### config.mk
export PLATFORM = sky130hd
export DESIGN_NAME = read_return_flat
export DESIGN_NICKNAME = d
export VERILOG_FILES = /design/src/source/gb_mem_map_pkg.sv /design/src/source/gb_bus_pkg.sv /design/src/source/mem_stage_if.sv /design/src/source/read_return.sv /design/src/flat_wrapper.sv
export SDC_FILE = /design/constraint.sdc
export NUM_CORES = 1
export LEC_CHECK = 0
export BUFFER_PORTS_ARGS = -buffer_cell sky130_fd_sc_hd__buf_2
export CORE_MARGIN = 2
export CORE_UTILIZATION = 25
export DETAILED_ROUTE_END_ITERATION = 10
export HOLD_SLACK_MARGIN = 0.12
export MAX_ROUTING_LAYER = met4
export PLACE_DENSITY = 0.72
export SYNTH_ARGS = -nofsm -noshare
export SYNTH_HDL_FRONTEND = slang
export SYNTH_SLANG_ARGS = --single-unit
### constraint.sdc
create_clock -name clock -period 1.07 [get_ports clock]
set_clock_uncertainty 0.1 [all_clocks]
set_input_delay 0.1605 -clock clock [delete_from_list [all_inputs] [get_ports clock]]
set_output_delay 0.1605 -clock clock [all_outputs]
set_load 0.05 [all_outputs]
### src/source/gb_mem_map_pkg.sv
// console memory map
// region bounds and register addresses seen on the cpu bus,
// plus the flash offset used to reach the cartridge image
package gb_mem_map_pkg;

   // boot rom, mapped over the cartridge until swapped out
   localparam logic [15:0] boot_end = 16'h0103;

   // cartridge rom window
   localparam logic [15:0] cart_start = 16'h0000;
   localparam logic [15:0] cart_end = 16'h7FFF;

   // cartridge image sits right after the boot rom in flash
   localparam logic [15:0] cart_flash_offset = 16'h0104;

   // 8 KiB work ram
   localparam logic [15:0] wram_start = 16'hC000;
   localparam logic [15:0] wram_end = 16'hDFFF;

   // echo of work ram, read only here
   localparam logic [15:0] echo_start = 16'hE000;
   localparam logic [15:0] echo_end = 16'hFDFF;

   // memory mapped registers
   // joypad
   localparam logic [15:0] mmio_controller = 16'hFF00;
   // interrupt flags
   localparam logic [15:0] mmio_if = 16'hFF0F;
   // boot rom swap
   localparam logic [15:0] mmio_bootstrap = 16'hFF50;

   // no buttons wired, every line reads released
   localparam logic [7:0] controller_idle = 8'hFF;

endpackage

### src/source/gb_bus_pkg.sv
// bus types
// widths of the cpu bus, the flash port and the work ram offset,
// the decoded region codes and the interrupt bit positions
package gb_bus_pkg;

   typedef logic [15:0] addr_t;
   typedef logic [7:0] data_t;
   typedef logic [23:0] flash_addr_t;
   // offset into the 8 KiB work ram
   typedef logic [12:0] wram_addr_t;
   typedef logic [4:0] irq_t;

   // where a request lands after decode
   typedef enum logic [2:0] {
      region_boot,
      region_cart,
      region_wram,
      region_echo,
      region_bootstrap,
      region_if,
      region_controller,
      region_junk
   } region_e;

   // interrupt flag bit positions
   localparam int irq_vblank = 0;
   localparam int irq_lcdc = 1;
   localparam int irq_tima = 2;
   localparam int irq_serial = 3;
   localparam int irq_hilo = 4;

endpackage

### src/source/mem_stage_if.sv
// one decoded bus request between two pipeline stages
// the producing stage drives everything, the next stage only reads
interface mem_stage_if;

   logic                  valid;
   logic                  we;
   gb_bus_pkg::region_e   region;
   gb_bus_pkg::addr_t     addr;
   gb_bus_pkg::data_t     wdata;
   gb_bus_pkg::wram_addr_t wram_addr;
   // bootstrap bit at decode time
   logic                  boot_off;
   // read data slot, filled as the request moves along
   gb_bus_pkg::data_t     rd_byte;

   modport source (
      output valid, we, region, addr, wdata, wram_addr, boot_off, rd_byte
   );

   modport sink (
      input valid, we, region, addr, wdata, wram_addr, boot_off, rd_byte
   );

endinterface

### src/source/read_return.sv
// read return stage
// holds the interrupt flag register and registers the read data
// multiplexer, with one valid pulse per completed read
module read_return (
   input  logic              clock,
   input  logic              reset,
   mem_stage_if.sink         s2,
   input  gb_bus_pkg::irq_t  irq,
   output gb_bus_pkg::data_t rdata,
   output logic              rdata_valid
);

   gb_bus_pkg::irq_t  if_q;
   gb_bus_pkg::irq_t  irq_set;
   gb_bus_pkg::irq_t  if_wr;
   gb_bus_pkg::data_t boot_val;
   logic              if_load;
   logic              rd_done;

   // only vblank, lcdc and tima have sources
   // serial and hilo stay clear
   always_comb begin
      irq_set = '0;
      irq_set[gb_bus_pkg::irq_vblank] = irq[gb_bus_pkg::irq_vblank];
      irq_set[gb_bus_pkg::irq_lcdc] = irq[gb_bus_pkg::irq_lcdc];
      irq_set[gb_bus_pkg::irq_tima] = irq[gb_bus_pkg::irq_tima];
   end

   // cpu write, same bits as the request lines
   always_comb begin
      if_wr = '0;
      if_wr[gb_bus_pkg::irq_vblank] = s2.wdata[gb_bus_pkg::irq_vblank];
      if_wr[gb_bus_pkg::irq_lcdc] = s2.wdata[gb_bus_pkg::irq_lcdc];
      if_wr[gb_bus_pkg::irq_tima] = s2.wdata[gb_bus_pkg::irq_tima];
   end

   assign if_load = s2.valid && s2.we && (s2.region == gb_bus_pkg::region_if);

   // write wins, so no data for a combined strobe
   assign rd_done = s2.valid && !s2.we;

   // upper bits come through the data slot
   // bit 0 is the live swap bit
   assign boot_val = {s2.rd_byte[7:1], s2.boot_off};

   // flag register
   // a write replaces it, request lines otherwise accumulate
   always_ff @(posedge clock or posedge reset) begin
      if (reset) begin
         if_q <= '0;
      end else if (if_load) begin
         if_q <= if_wr;
      end else begin
         if_q <= if_q | irq_set;
      end
   end

   always_ff @(posedge clock or posedge reset) begin
      if (reset) begin
         rdata_valid <= 1'b0;
      end else begin
         rdata_valid <= rd_done;
      end
   end

   // read multiplexer
   // held between reads
   always_ff @(posedge clock) begin
      if (rd_done) begin
         case (s2.region)
            gb_bus_pkg::region_bootstrap: rdata <= boot_val;
            gb_bus_pkg::region_if: rdata <= {3'b000, if_q};
            gb_bus_pkg::region_controller: rdata <= gb_mem_map_pkg::controller_idle;
            gb_bus_pkg::region_junk: rdata <= '0;
            // boot, cart, wram and echo bytes
            default: rdata <= s2.rd_byte;
         endcase
      end
   end

endmodule

### src/flat_wrapper.sv
// flat-port wrapper written by rule: the top's interface ports become plain ports
module read_return_flat 
  (clock, reset, irq, rdata, rdata_valid, s2_valid, s2_we, s2_region, s2_addr, s2_wdata, s2_wram_addr, s2_boot_off, s2_rd_byte);
  mem_stage_if s2_i ();
  input  logic clock;
  input  logic reset;
  input  gb_bus_pkg::irq_t irq;
  output gb_bus_pkg::data_t rdata;
  output logic rdata_valid;
  input wire logic [$bits(s2_i.valid)-1:0] s2_valid;
  input wire logic [$bits(s2_i.we)-1:0] s2_we;
  input wire logic [$bits(s2_i.region)-1:0] s2_region;
  input wire logic [$bits(s2_i.addr)-1:0] s2_addr;
  input wire logic [$bits(s2_i.wdata)-1:0] s2_wdata;
  input wire logic [$bits(s2_i.wram_addr)-1:0] s2_wram_addr;
  input wire logic [$bits(s2_i.boot_off)-1:0] s2_boot_off;
  input wire logic [$bits(s2_i.rd_byte)-1:0] s2_rd_byte;
  assign s2_i.valid = s2_valid;
  assign s2_i.we = s2_we;
  assign s2_i.region = s2_region;
  assign s2_i.addr = s2_addr;
  assign s2_i.wdata = s2_wdata;
  assign s2_i.wram_addr = s2_wram_addr;
  assign s2_i.boot_off = s2_boot_off;
  assign s2_i.rd_byte = s2_rd_byte;
  read_return u_core (.clock(clock), .reset(reset), .s2(s2_i), .irq(irq), .rdata(rdata), .rdata_valid(rdata_valid));
endmodule
[Yosys cells after proc, flatten, opt, wreduce, memory -nomap -nowiden]
Cells that the tools add are included.
Word-level totals
  output and inout bits: 9
  logic and storage cells: 14
  flip-flop bits (word level): 14
  bits of input ports: 58
Operators by class
  mux-type cells: 2
  bitwise logic cells: 1
  equal/unequal tests: 4
  reductions and logical operators: 4
Operators by type and width (number)
  $pmux W8 S4: 1
  $eq A3 B3 Y1 const B: 4
  $mux W5: 1
  $or A5 B3 Y5: 1
  $logic_and A1 B1 Y1: 3
  $logic_not A1 Y1: 1

[Logic depth before layout (Yosys ltp)]
  depth after elaboration: 3
  mapped depth: 3
  depth with buffers taken out: 3

[Worst setup path before layout]
Ideal clock, no wire load.
  path type: input to register
  start: input port s2_valid
  end: register u_core.rdata[0] (enable)
  setup time: 0.374 ns
  data required time: 0.596 ns
  path buffers: 0
  arrival: 0.606 ns
  setup slack: -0.011 ns
  cell stages on the path: 1
  cells stage by stage: nor2b_1
On the way
  cells in the longest elaborated chain, start to end: 1
RTL lines
  start: declaration: line flat_wrapper.sv:10  | input wire logic [$bits(s2_i.valid)-1:0] s2_valid;
  $logic_and A1 B1 Y1: line read_return.sv:40  | assign rd_done = s2.valid && !s2.we;
  end signal: assignment: line read_return.sv:71  | gb_bus_pkg::region_bootstrap: rdata <= boot_val;
  end signal: assignment: line read_return.sv:72  | gb_bus_pkg::region_if: rdata <= {3'b000, if_q};
  end signal: assignment: line read_return.sv:73  | gb_bus_pkg::region_controller: rdata <= gb_mem_map_pkg::controller_idle;
  end: declaration: line read_return.sv:9  | output gb_bus_pkg::data_t rdata,
Every way passes these cells.
A chain may end at the register's enable or synchronous reset.

[Worst setup path in the final report]
  start: register u_core.if_q[0]
  end: register u_core.rdata[0] (data pin)
On the way
  cells in the longest elaborated chain, start to end: 1
RTL lines
  start: declaration: line read_return.sv:13  | gb_bus_pkg::irq_t if_q;
  start signal: assignment: line read_return.sv:52  | if_q <= if_wr;
  start signal: assignment: line read_return.sv:54  | if_q <= if_q | irq_set;
  $pmux W8 S4: line read_return.sv:70  | case (s2.region)
Every way passes these cells.

==> results.yml <==
status:
  status: "finished with violations"
  violations: "setup timing"
routing:
  drc: 0
  detail_route.wirelength_um: 1328
  drt_iter0_markers: 0
  dr.pass1.iters: 1
  vias: 482
  avgViaCountPerCell: 4.017
  wire_per_inst_um: 11.07
  ant_nets: 0
job:
  cap_violations: 0
worst_hold_path:
  holdPathStages: 2
  hold_end: "u_core.rdata[0]$_DFFE_PP_"
  hold_path.class: "input port to register"
  worstHoldStart: "s2_rd_byte[0]"
power_and_ir_drop:
  p_int_uw: 873.9
  switching_power_uw: 307.0
  vdd_ir_drop_max_mv: 0.5037
  power.density_nw_per_um2: 1178
  clkPwrFrac_pct: 30.2
  power_mw: 1.181
  netSwitchingFraction_pct: 26.00
  p_comb_share_pct: 24.3
  leakage_nw: 0.4553
  p_seq_share_pct: 45.5
yosys:
  syn_inst: 41
  avgSynthCellArea_um2: 13.31
  yosys_register_bits: 12
  synth_cell_types: 16
  syn_area_um2: 545.5
  syn_nets: 99
  yosysWarnings: 0
  ys_seq_area_share_pct: 62.39
placed_design:
  io_buffers: 30
  dp_cells: 102
  place.gp.congestion: 0.6987
  placed_area_um2: 765.7
  hpwl_um: 956
floorplan:
  fp.dieArea_um2: 2572
  core_area_um2: 2002
  start_util_pct: 27.25
  ios: 67
  fp.dieH_um: 50.71
  die_w_um: 50.71
  rows: 16
cells_and_area:
  layout_commonest_cell: "buf_2"
  multiInputGateArea_um2: 200.2
  instances_no_fill: 120
  diodes: 0
  final_cell_mix: "buf_2 (21), dlygate4sd3_1 (10), buf_6 (9)"
  finalInstanceArea_um2: 1002
  fillers: 191
  drive_gt1_share_pct: 50.54
  synthToLayoutAreaGrowth_pct: 83.72
  fin_nets: 152
  final-seq-area_um2: 340.3
setup_path:
  critPathLaunchType: "register"
  reg2regPathDepth: 3
  critPathSlowestCell: "dfrtp_1"
  r2r_slack_ps: -60
  regToRegEndpoint: "u_core.rdata[0]$_DFFE_PP_"
  endpoint_kind: "register"
  required_ps: 1000
  worstPathMaxFanout: 2
  slowest_delay_ps: 390
  critPathKind: "register to register"
  path_cells: "nand2b_1 -> a21oi_2 -> mux2_4"
  r2r-start: "u_core.if_q[0]$_DFF_PP0_"
  arrival_ps: 1050
timing:
  worstMarginPinSlew_ps: 249.7
  worst_slack_ps: -55.43
  rsz0062_at_grt: "true"
  slew_viol_final: 0
  hold_viol_final: 0
  setup_tns_ps: -154.0
  max_freq_mhz: 888.6
  finalSetupViolCount: 9
  holdWs_ps: 88.82
  fin_crit_sh_pct: 105.2
  slew_headroom_pct: 83.22
  min_period_ps: 1125
clock_tree:
  ctsHoldBuffers: 12
  cts_sinks: 12
  clk-insertion-delay-late_ps: 270
  numCtsBuffers: 3
  tritoncts: "built"
  cts_max_level: 1
  cts_buffer_depth: 2
  cts-root-buf: "clkbuf_4"
  clkTransAtPathRegs_ps: 70
global_route:
  grt_max_degree: 10
  grt_first_pass_wirelength_um: 2007
  antenna_found_initial: 0
  grt_pass1_vias: 475
  globalRouteOverflowTotal: 0
  grtUsageTotal_pct: 11.52
cell usage after synthesis:
library cell	instances	area [µm²]
edfxtp_1	8	240.2
o21a_1	6	45.04
dfrtp_1	4	100.1
inv_1	4	15.01
mux2i_1	3	30.03
nor2_1	3	11.26
nor2b_1	3	18.77
o22a_2	2	20.02
a21oi_1	1	5.000
and2_1	1	6.260
mux2_2	1	11.26
nand2_1	1	3.750
nand2_4	1	11.26
nand2b_1	1	6.260
nor3_1	1	5.000
nor3_4	1	16.27
worst max-delay path: cells and delay by family (launching register included):
family / cells / cell delay [ps]
multiplexers: 1 / 250
AO/OA/AOI/OAI: 1 / 50
flip-flops: 1 / 390
AND/OR/NAND/NOR: 1 / 90
layer usage:
metal	track usage, %	share of wire (%)	vias to the layer above
li1	-	-	249
met1	11.48	38	209
met2	21.05	55	24
met3	3.571	7.0	0
met4	4.054	0	0
met5	-	0	-
worst max-delay path by stage:
stage               depth (start not counted)                   endpoint                      from
finish                                      3  u_core.rdata[0]$_DFFE_PP_  u_core.if_q[0]$_DFF_PP0_
global route                                3  u_core.rdata[0]$_DFFE_PP_  u_core.if_q[0]$_DFF_PP0_
CTS                                         3  u_core.rdata[0]$_DFFE_PP_  u_core.if_q[0]$_DFF_PP0_
detailed placement                          4  u_core.rdata[0]$_DFFE_PP_              s2_region[1]
global placement                            4  u_core.rdata[0]$_DFFE_PP_              s2_region[1]
floorplan                                   3  u_core.rdata[0]$_DFFE_PP_  u_core.if_q[0]$_DFF_PP0_
per-stage QoR:
stage	utilization [%]	worst slack [ps]
after global routing	50.06	-101.1
final	50.06	-55.43
after floorplan	-	2.327
after detailed placement	38.25	-99.62
after global placement	38.25	-64.94
after CTS	49.25	-36.13
cell families (layout without fill, tap and decap cells):
kind of cell | count (synthesis) | in the layout | share of synthesized area, %
flops | 12 | 12 | 62.39
simple gates | 12 | 12 | 14.45
compound gates | 9 | 9 | 12.84
mux | 4 | 4 | 7.569
buf+inv | 4 | 56 | 2.751
repair_timing:
action	4_1_cts	5_1_grt
gates resized for setup	18	3
endpoints found under the setup margin	10	13
gates cloned	0	0
endpoints found under the hold margin	15	3
setup buffers	1	1
pin swaps	0	0
state kept, by name (all words and copies together), names as in the netlist:
signal / cells
u_core.rdata: 8
u_core.rdata_valid: 1
u_core.if_q: 3
area by class of cell:
cell class                      instances  area share [%]
Inverter                                4           1.498
Multi-Input combinational cell         25           19.98
Clock buffer                            4           3.620
Timing Repair Buffer                   48           37.58
Sequential cell                        12           33.96
Tap cell                               27           3.371
power by group through the flow:
stage	logic [mW]	registers, mW	clock network [mW]
2_1_floorplan	0.0580	0.620	0
3_3_place_gp	0.218	0.541	0
3_5_place_dp	0.223	0.542	0
4_1_cts	0.284	0.537	0.368
5_1_grt	0.306	0.539	0.399
6_report	0.287	0.537	0.357
Note: power is estimated with default switching activity, not from simulation.
