File: config.mk
export PLATFORM = sky130hd
export DESIGN_NAME = addr_decoder_flat
export DESIGN_NICKNAME = d
export VERILOG_FILES = /design/src/source/gb_mem_map_pkg.sv /design/src/source/gb_bus_pkg.sv /design/src/source/mem_stage_if.sv /design/src/source/addr_decoder.sv /design/src/flat_wrapper.sv
export SDC_FILE = /design/constraint.sdc
export NUM_CORES = 1
export LEC_CHECK = 0
export BUFFER_PORTS_ARGS = -buffer_cell sky130_fd_sc_hd__buf_2
export CELL_PAD_IN_SITES_DETAIL_PLACEMENT = 1
export CELL_PAD_IN_SITES_GLOBAL_PLACEMENT = 1
export CORE_AREA = 10 10 90 92
export DETAILED_ROUTE_END_ITERATION = 8
export DIE_AREA = 0 0 100 102
export GPL_ROUTABILITY_DRIVEN = 1
export PLACE_DENSITY = 0.77
export SYNTH_ARGS = -nofsm -noshare
export SYNTH_HDL_FRONTEND = slang
export SYNTH_SLANG_ARGS = --single-unit
File: constraint.sdc
create_clock -name clock -period 1.35 [get_ports clock]
set_input_delay 0.405 -clock clock [delete_from_list [all_inputs] [get_ports clock]]
set_output_delay 0.405 -clock clock [all_outputs]
set_load 0.05 [all_outputs]
File: src/source/gb_mem_map_pkg.sv
// console memory map
// region bounds and register addresses seen on the cpu bus,
// plus the flash offset used to reach the cartridge image
package gb_mem_map_pkg;

   // boot rom, mapped over the cartridge until swapped out
   localparam logic [15:0] boot_end = 16'h0103;

   // cartridge rom window
   localparam logic [15:0] cart_start = 16'h0000;
   localparam logic [15:0] cart_end = 16'h7FFF;

   // cartridge image sits right after the boot rom in flash
   localparam logic [15:0] cart_flash_offset = 16'h0104;

   // 8 KiB work ram
   localparam logic [15:0] wram_start = 16'hC000;
   localparam logic [15:0] wram_end = 16'hDFFF;

   // echo of work ram, read only here
   localparam logic [15:0] echo_start = 16'hE000;
   localparam logic [15:0] echo_end = 16'hFDFF;

   // memory mapped registers
   // joypad
   localparam logic [15:0] mmio_controller = 16'hFF00;
   // interrupt flags
   localparam logic [15:0] mmio_if = 16'hFF0F;
   // boot rom swap
   localparam logic [15:0] mmio_bootstrap = 16'hFF50;

   // no buttons wired, every line reads released
   localparam logic [7:0] controller_idle = 8'hFF;

endpackage

File: src/source/gb_bus_pkg.sv
// bus types
// widths of the cpu bus, the flash port and the work ram offset,
// the decoded region codes and the interrupt bit positions
package gb_bus_pkg;

   typedef logic [15:0] addr_t;
   typedef logic [7:0] data_t;
   typedef logic [23:0] flash_addr_t;
   // offset into the 8 KiB work ram
   typedef logic [12:0] wram_addr_t;
   typedef logic [4:0] irq_t;

   // where a request lands after decode
   typedef enum logic [2:0] {
      region_boot,
      region_cart,
      region_wram,
      region_echo,
      region_bootstrap,
      region_if,
      region_controller,
      region_junk
   } region_e;

   // interrupt flag bit positions
   localparam int irq_vblank = 0;
   localparam int irq_lcdc = 1;
   localparam int irq_tima = 2;
   localparam int irq_serial = 3;
   localparam int irq_hilo = 4;

endpackage

File: src/source/mem_stage_if.sv
// one decoded bus request between two pipeline stages
// the producing stage drives everything, the next stage only reads
interface mem_stage_if;

   logic                  valid;
   logic                  we;
   gb_bus_pkg::region_e   region;
   gb_bus_pkg::addr_t     addr;
   gb_bus_pkg::data_t     wdata;
   gb_bus_pkg::wram_addr_t wram_addr;
   // bootstrap bit at decode time
   logic                  boot_off;
   // read data slot, filled as the request moves along
   gb_bus_pkg::data_t     rd_byte;

   modport source (
      output valid, we, region, addr, wdata, wram_addr, boot_off, rd_byte
   );

   modport sink (
      input valid, we, region, addr, wdata, wram_addr, boot_off, rd_byte
   );

endinterface

File: src/source/addr_decoder.sv
// address decoder, first bus stage
// classifies each request against the memory map, keeps the bootstrap
// register and drives the flash address from the registered request
module addr_decoder (
   input  logic                    clock,
   input  logic                    reset,
   input  gb_bus_pkg::addr_t       addr,
   input  gb_bus_pkg::data_t       wdata,
   input  logic                    we,
   input  logic                    re,
   mem_stage_if.source             s1,
   output gb_bus_pkg::flash_addr_t flash_a
);

   gb_bus_pkg::data_t   boot_q;
   gb_bus_pkg::region_e region_d;
   gb_bus_pkg::addr_t   wram_off;

   // inclusive range check as an offset compare
   function automatic logic in_range(gb_bus_pkg::addr_t a, gb_bus_pkg::addr_t lo,
                                     gb_bus_pkg::addr_t hi);
      return (a - lo) <= (hi - lo);
   endfunction

   // region decode, boot rom first while it is still mapped
   always_comb begin
      if (!boot_q[0] && addr <= gb_mem_map_pkg::boot_end) begin
         region_d = gb_bus_pkg::region_boot;
      end else if (in_range(addr, gb_mem_map_pkg::cart_start, gb_mem_map_pkg::cart_end)) begin
         region_d = gb_bus_pkg::region_cart;
      end else if (in_range(addr, gb_mem_map_pkg::wram_start, gb_mem_map_pkg::wram_end)) begin
         region_d = gb_bus_pkg::region_wram;
      end else if (in_range(addr, gb_mem_map_pkg::echo_start, gb_mem_map_pkg::echo_end)) begin
         region_d = gb_bus_pkg::region_echo;
      end else if (addr == gb_mem_map_pkg::mmio_bootstrap) begin
         region_d = gb_bus_pkg::region_bootstrap;
      end else if (addr == gb_mem_map_pkg::mmio_if) begin
         region_d = gb_bus_pkg::region_if;
      end else if (addr == gb_mem_map_pkg::mmio_controller) begin
         region_d = gb_bus_pkg::region_controller;
      end else begin
         // video, sound, timers and holes
         region_d = gb_bus_pkg::region_junk;
      end
   end

   // echo folds onto the same 8 KiB as work ram
   assign wram_off = (region_d == gb_bus_pkg::region_echo) ?
                     addr - gb_mem_map_pkg::echo_start :
                     addr - gb_mem_map_pkg::wram_start;

   // stage valid and bootstrap register
   always_ff @(posedge clock or posedge reset) begin
      if (reset) begin
         s1.valid <= 1'b0;
         boot_q <= '0;
      end else begin
         s1.valid <= we | re;
         // write wins over a read in the same cycle
         if (we && addr == gb_mem_map_pkg::mmio_bootstrap) begin
            boot_q <= wdata;
         end
      end
   end

   // request payload
   always_ff @(posedge clock) begin
      s1.we <= we;
      s1.region <= region_d;
      s1.addr <= addr;
      s1.wdata <= wdata;
      s1.wram_addr <= wram_off[12:0];
      s1.boot_off <= boot_q[0];
      // register snapshot rides along for a bootstrap read
      s1.rd_byte <= boot_q;
   end

   // cartridge reads skip the boot image in flash
   assign flash_a = (s1.region == gb_bus_pkg::region_cart) ?
                    {8'h00, s1.addr + gb_mem_map_pkg::cart_flash_offset} :
                    {8'h00, s1.addr};

endmodule

File: src/flat_wrapper.sv
// flat-port wrapper written by rule: the top's interface ports become plain ports
module addr_decoder_flat 
  (clock, reset, addr, wdata, we, re, flash_a, s1_valid, s1_we, s1_region, s1_addr, s1_wdata, s1_wram_addr, s1_boot_off, s1_rd_byte);
  mem_stage_if s1_i ();
  input  logic clock;
  input  logic reset;
  input  gb_bus_pkg::addr_t addr;
  input  gb_bus_pkg::data_t wdata;
  input  logic we;
  input  logic re;
  output gb_bus_pkg::flash_addr_t flash_a;
  output wire logic [$bits(s1_i.valid)-1:0] s1_valid;
  output wire logic [$bits(s1_i.we)-1:0] s1_we;
  output wire logic [$bits(s1_i.region)-1:0] s1_region;
  output wire logic [$bits(s1_i.addr)-1:0] s1_addr;
  output wire logic [$bits(s1_i.wdata)-1:0] s1_wdata;
  output wire logic [$bits(s1_i.wram_addr)-1:0] s1_wram_addr;
  output wire logic [$bits(s1_i.boot_off)-1:0] s1_boot_off;
  output wire logic [$bits(s1_i.rd_byte)-1:0] s1_rd_byte;
  assign s1_valid = s1_i.valid;
  assign s1_we = s1_i.we;
  assign s1_region = s1_i.region;
  assign s1_addr = s1_i.addr;
  assign s1_wdata = s1_i.wdata;
  assign s1_wram_addr = s1_i.wram_addr;
  assign s1_boot_off = s1_i.boot_off;
  assign s1_rd_byte = s1_i.rd_byte;
  addr_decoder u_core (.clock(clock), .reset(reset), .addr(addr), .wdata(wdata), .we(we), .re(re), .s1(s1_i), .flash_a(flash_a));
endmodule
# [Yosys cells after proc, flatten, opt, wreduce, memory -nomap -nowiden]
# Cells that the tools add are included.
[totals] regBits=59 inputBits=28 output_inout_bits=75 word_cells=34
[classes] n_addsub=3 order_cmp=4 eq_ne=5 n_mux=9 bitwise=1 reduce_logical=3
[ops] cell="16-bit equality test, second input constant" count=3
[ops] cell="16-bit by 13-bit <= comparator with 1-bit output, second input constant" count=2
[ops] cell="16-bit subtractor, second input constant" count=2
[ops] cell="3-bit two-way mux" count=6
[ops] cell="16-bit by 9-bit adder with 16-bit output, second input constant" count=1
[ops] cell="16-bit by 15-bit <= comparator with 1-bit output, second input constant" count=1
[ops] cell="16-bit by 9-bit <= comparator with 1-bit output, second input constant" count=1
[ops] cell="16-bit two-way mux" count=1
[ops] cell="13-bit two-way mux" count=1
[ops] cell="3-bit by 1-bit equality test with 1-bit output, second input constant" count=1
[ops] cell="3-bit by 2-bit equality test with 1-bit output, second input constant" count=1
[ops] cell="1-bit logical AND" count=2
[ops] cell="1-bit zero test" count=1
[ops] cell="1-bit two-way mux" count=1
[ops] cell="1-bit OR" count=1

# [Longest topological paths before layout]
[depth] ltp_word=10 depth_mapped=4 mapped_depth_nobuf=4

# [Worst setup path before layout]
# Ideal clock, no wire load.
[synth_path] path_type="reg2out" from="register u_core.s1.addr[8]" to="output flash_a[13]" t_arrival_ps=2153 required_ps=945 slack_ps=-1208 path_stages_with_launch=5 n_path_buf=0 path_cell_list="dfxtp_1 -> nor4bb_1 -> a31oi_1 -> nand2b_1 -> xnor2_1"
[synth_between] elab_chain_len=2
[synth_rtl] item="start: declaration" line="mem_stage_if.sv:17" rtl="output valid, we, region, addr, wdata, wram_addr, boot_off, rd_byte"
[synth_rtl] item="16-bit by 9-bit adder with 16-bit output" line="addr_decoder.sv:80" rtl="{8'h00, s1.addr + gb_mem_map_pkg::cart_flash_offset} :"
[synth_rtl] item="16-bit two-way mux" line="addr_decoder.sv:79" rtl="assign flash_a = (s1.region == gb_bus_pkg::region_cart) ?"
[synth_rtl] item="end: declaration" line="flat_wrapper.sv:11" rtl="output gb_bus_pkg::flash_addr_t flash_a;"
# Every way passes these cells.

# [Worst setup path after layout]
[layout_path] from="register u_core.s1.region[1]" to="output flash_a[12]"
[layout_between] elab_chain_len=2
[layout_rtl] item="start: declaration" line="mem_stage_if.sv:17"
[layout_rtl] item="start signal: assignment" line="addr_decoder.sv:69" rtl="s1.region <= region_d;"
[layout_rtl] item="3-bit by 1-bit equality test with 1-bit output" line="addr_decoder.sv:79"
[layout_rtl] item="16-bit two-way mux" line="addr_decoder.sv:79"
# Every way passes these cells.

==> metrics.md <==
| Metric | Value |
|---|---|
| R2R depth | `4` |
| Comb pwr share | `33.1%` |
| Congestion Overflow GR | `0` |
| Core Rows | `29` |
| Worst Setup End Kind | `output port` |
| Avg Cell Area, Syn | `11.9 um2` |
| Critical path, cell by cell | `nor3b_4 > buf_4 > o211ai_1 > buf_4 > xnor2_4 > buf_6` |
| Final Hold Slack | `56.5 ps` |
| GRT Util Overall | `11.2%` |
| Top_reg_cell synth | `dfxtp_1` |
| Number of enable flip-flop cells after synthesis | `0` |
| Non-filler cells, final | `359` |
| Finished Core Util | `54.8%` |
| Seq cells post-synth | `45` |
| Via/cell ratio | `4.28` |
| Crit Path Max Fanout | `4` |
| Initial DRC count | `61` |
| Die Wd | `100 um` |
| Worst-Skew Late Latency | `290 ps` |
| Hold buffers post-CTS | `0` |
| H-tree depth | `2` |
| Die ar. | `10200 um2` |
| Residual DRC | `0` |
| Cell Area, Synth | `1720 um2` |
| Period utilization | `156%` |
| Cts bufs inserted | `5` |
| Largest net degree at the start of global routing | `15` |
| Clock buffer depth | `2` |
| Area Overhead vs Synth | `100%` |
| Dpl cells | `341` |
| Fraction of layout cells with a size suffix above 1 | `75.1%` |
| Fin crit period | `2110 ps` |
| Drt total wl | `6.02 mm` |
| Final Skew | `4.48 ps` |
| Post-synthesis sequential area ratio | `55.1%` |
| VDD IR max | `0.984 mV` |
| Initial Util | `27.3%` |
| Antenna viol nets, final | `0` |
| RSZ-0062 raised after global routing | `true` |
| Number of global-route vias before repair | `1772` |
| Post-route setup TNS | `-10010 ps` |
| Async SR Flop Fraction | `20.0%` |
| Pins Over Slew Limit | `0` |
| Synthesis warning total | `0` |
| P per Cell Area | `956 nW/um2` |
| CTS tree | `done` |
| Final WS setup | `-759 ps` |
| Register share of total power | `42.7%` |
| Top cell by count, worst path | `buf_4` |
| CP required | `950 ps` |
| Final setup fails | `20` |
| Post-synthesis instance total | `144` |
| Clk sinks | `45` |
| Clock slew at the register clock pins of the worst setup and hold paths | `80 ps` |
| Initial DRT Pass Iterations | `4` |
| Max Cap Viol | `0` |
| Final hold vios | `0` |
| Switch share | `34.1%` |
| Ranking of synthesized cells by area | `dfxtp_1 (42%), dfrtp_1 (13%), buf_4 (10%)` |
| Hold WC Path Type | `input pin to async pin` |
| Crit Path Class | `register to output port` |
| Failing checks | `negative setup slack` |
| Max Clock Freq | `0.474 GHz` |
| Critical-path top delay cell | `dfxtp_4` |
| Antenna violations before repair | `1` |
| Dpl ws | `-560 ps` |
| Synth area leader | `dfxtp_1` |
| Status | `complete, but fails checks` |
| First-pass GRT wire length | `9.24 mm` |
| Sw power | `0.00112 W` |
| Layout Nets | `310` |
| Clock network fraction of total power | `24.2%` |
| Clk Tree Root Cell | `clkbuf_8` |
| Crit-path max cell delay | `370 ps` |
| Vias | `1536` |
| I/O Buffers | `94` |
| Count of cell types in the netlist | `35` |
| Lkg Pwr | `1.66 nW` |
| DP HPWL | `4.66 mm` |
| Core area | `6280 um2` |
| WP data arrival | `1700 ps` |
| Placer Congestion | `0.797` |
| Crit start category | `register` |
| Top-Level Pins | `103` |
| Area share of the largest cell type after synthesis | `42.0%` |
| Pint | `0.00216 W` |
| WL per Instance | `16.8 um` |
| Die Y | `102 um` |
[state kept, by name, indices dropped and copies added (netlist names)]
signal             count
u_core.s1.addr        16
u_core.s1.region       3
u_core.s1.we           1
u_core.s1.rd_byte      8
u_core.s1.wdata        8
u_core.boot_q          8
u_core.s1.valid        1
[final timing paths]
check | slack, ps | end | from
min in group clock | 220 | u_core.s1.wdata[4] | wdata[4]
max in group asynchronous | 1040 | u_core.boot_q[5] | reset
hold reg to reg | 370 | u_core.s1.rd_byte[5] | u_core.boot_q[5]
setup reg to reg | 210 | u_core.s1.region[0] | u_core.boot_q[0]
setup / recovery | -760 | flash_a[12] | u_core.s1.region[1]
hold / removal | 60 | u_core.boot_q[7] | reset
[metrics by stage]
| step | cell area [um2] | total power (W) |
|---|---|---|
| 2_1_floorplan | 2060 | 0.00206 |
| 3_3_place_gp | 2770 | 0.00228 |
| 3_5_place_dp | 2770 | 0.00229 |
| 4_1_cts | 3240 | 0.00324 |
| 5_1_grt | 3440 | 0.00345 |
| 6_report | 3440 | 0.00329 |
[final cells by class]
type | count | area, um2
diodes | 1 | 2.50
clock buffers | 5 | 68.8
clock inverters | 3 | 16.3
fillers | 641 | 2840
inverters | 2 | 7.51
multi-input cells | 79 | 908
flip-flops and latches | 45 | 1000
well taps | 77 | 96.3
repair buffers | 147 | 1330
[synth_stat cells, drive strengths merged, types with 2 or more instances]
cell,count
buf,25
ha,2
and3,4
nand2b,2
xnor2,10
dfrtp,9
o21ai,2
mux2,9
nand4,5
dfxtp,36
nor2,5
inv,2
o211ai,2
nand2,9
xor2,3
nor4,4
a21oi,2
[worst max-delay path: cells and delay by family (launching register included)]
family | cells | cell delay, ps
AOI/OAI and AO/OA | 1 | 100
xor gates and xnor gates | 1 | 140
buffers and inverters | 3 | 540
DFF | 1 | 370
and+or+nand+nor | 1 | 260
[metal layers]
layer  share of wire (%)  GRT usage (%)  up-vias
met5                   0              0        -
met4                0.57           1.96        0
met3                 9.4           6.14        4
met2                  57           20.8       61
met1                  33           10.8      738
li1                    -              -      733
[cell usage in the layout (no fill, tap or decap), drive strengths merged, types with 2 or more instances in the layout]
cell type	count
buf	142
dfxtp	36
xnor2	10
clkbuf	10
dfrtp	9
nand2	9
mux2	9
conb	8
nand4	5
nor2	5
and3	4
nor4	4
xor2	3
inv	3
o211ai	2
a21oi	2
o21ai	2
ha	2
clkinv	2
nand2b	2
[power by group through the flow]
| stage | combinational (W) | sequential (W) | clock (W) |
|---|---|---|---|
| 2_1_floorplan | 0.000439 | 0.00162 | 0 |
| 3_3_place_gp | 0.000852 | 0.00143 | 0 |
| 3_5_place_dp | 0.000863 | 0.00143 | 0 |
| 4_1_cts | 0.00102 | 0.00140 | 0.000824 |
| 5_1_grt | 0.00114 | 0.00141 | 0.000896 |
| 6_report | 0.00109 | 0.00140 | 0.000796 |
[repair_timing]
action	CTS	global route
pin swaps	7	5
resized for setup	111	44
endpoints found under the setup margin	40	53
cloned	0	0
setup buffers	2	9
[cell families (layout without fill, tap and decap cells)]
kind of cell / Yosys count / in the layout / synth area share (%)
AND/OR/NAND/NOR: 36 / 36 / 14.5
AO/OA/AOI/OAI: 11 / 11 / 4.30
adder cells (fa/ha/maj): 2 / 2 / 1.46
other: 1 / 9 / 0.218
multiplexers: 9 / 9 / 6.56
buffers and inverters: 27 / 157 / 11.2
XOR/XNOR: 13 / 13 / 6.63
flip-flops: 45 / 45 / 55.1
Note: power is estimated with default switching activity, not from simulation.
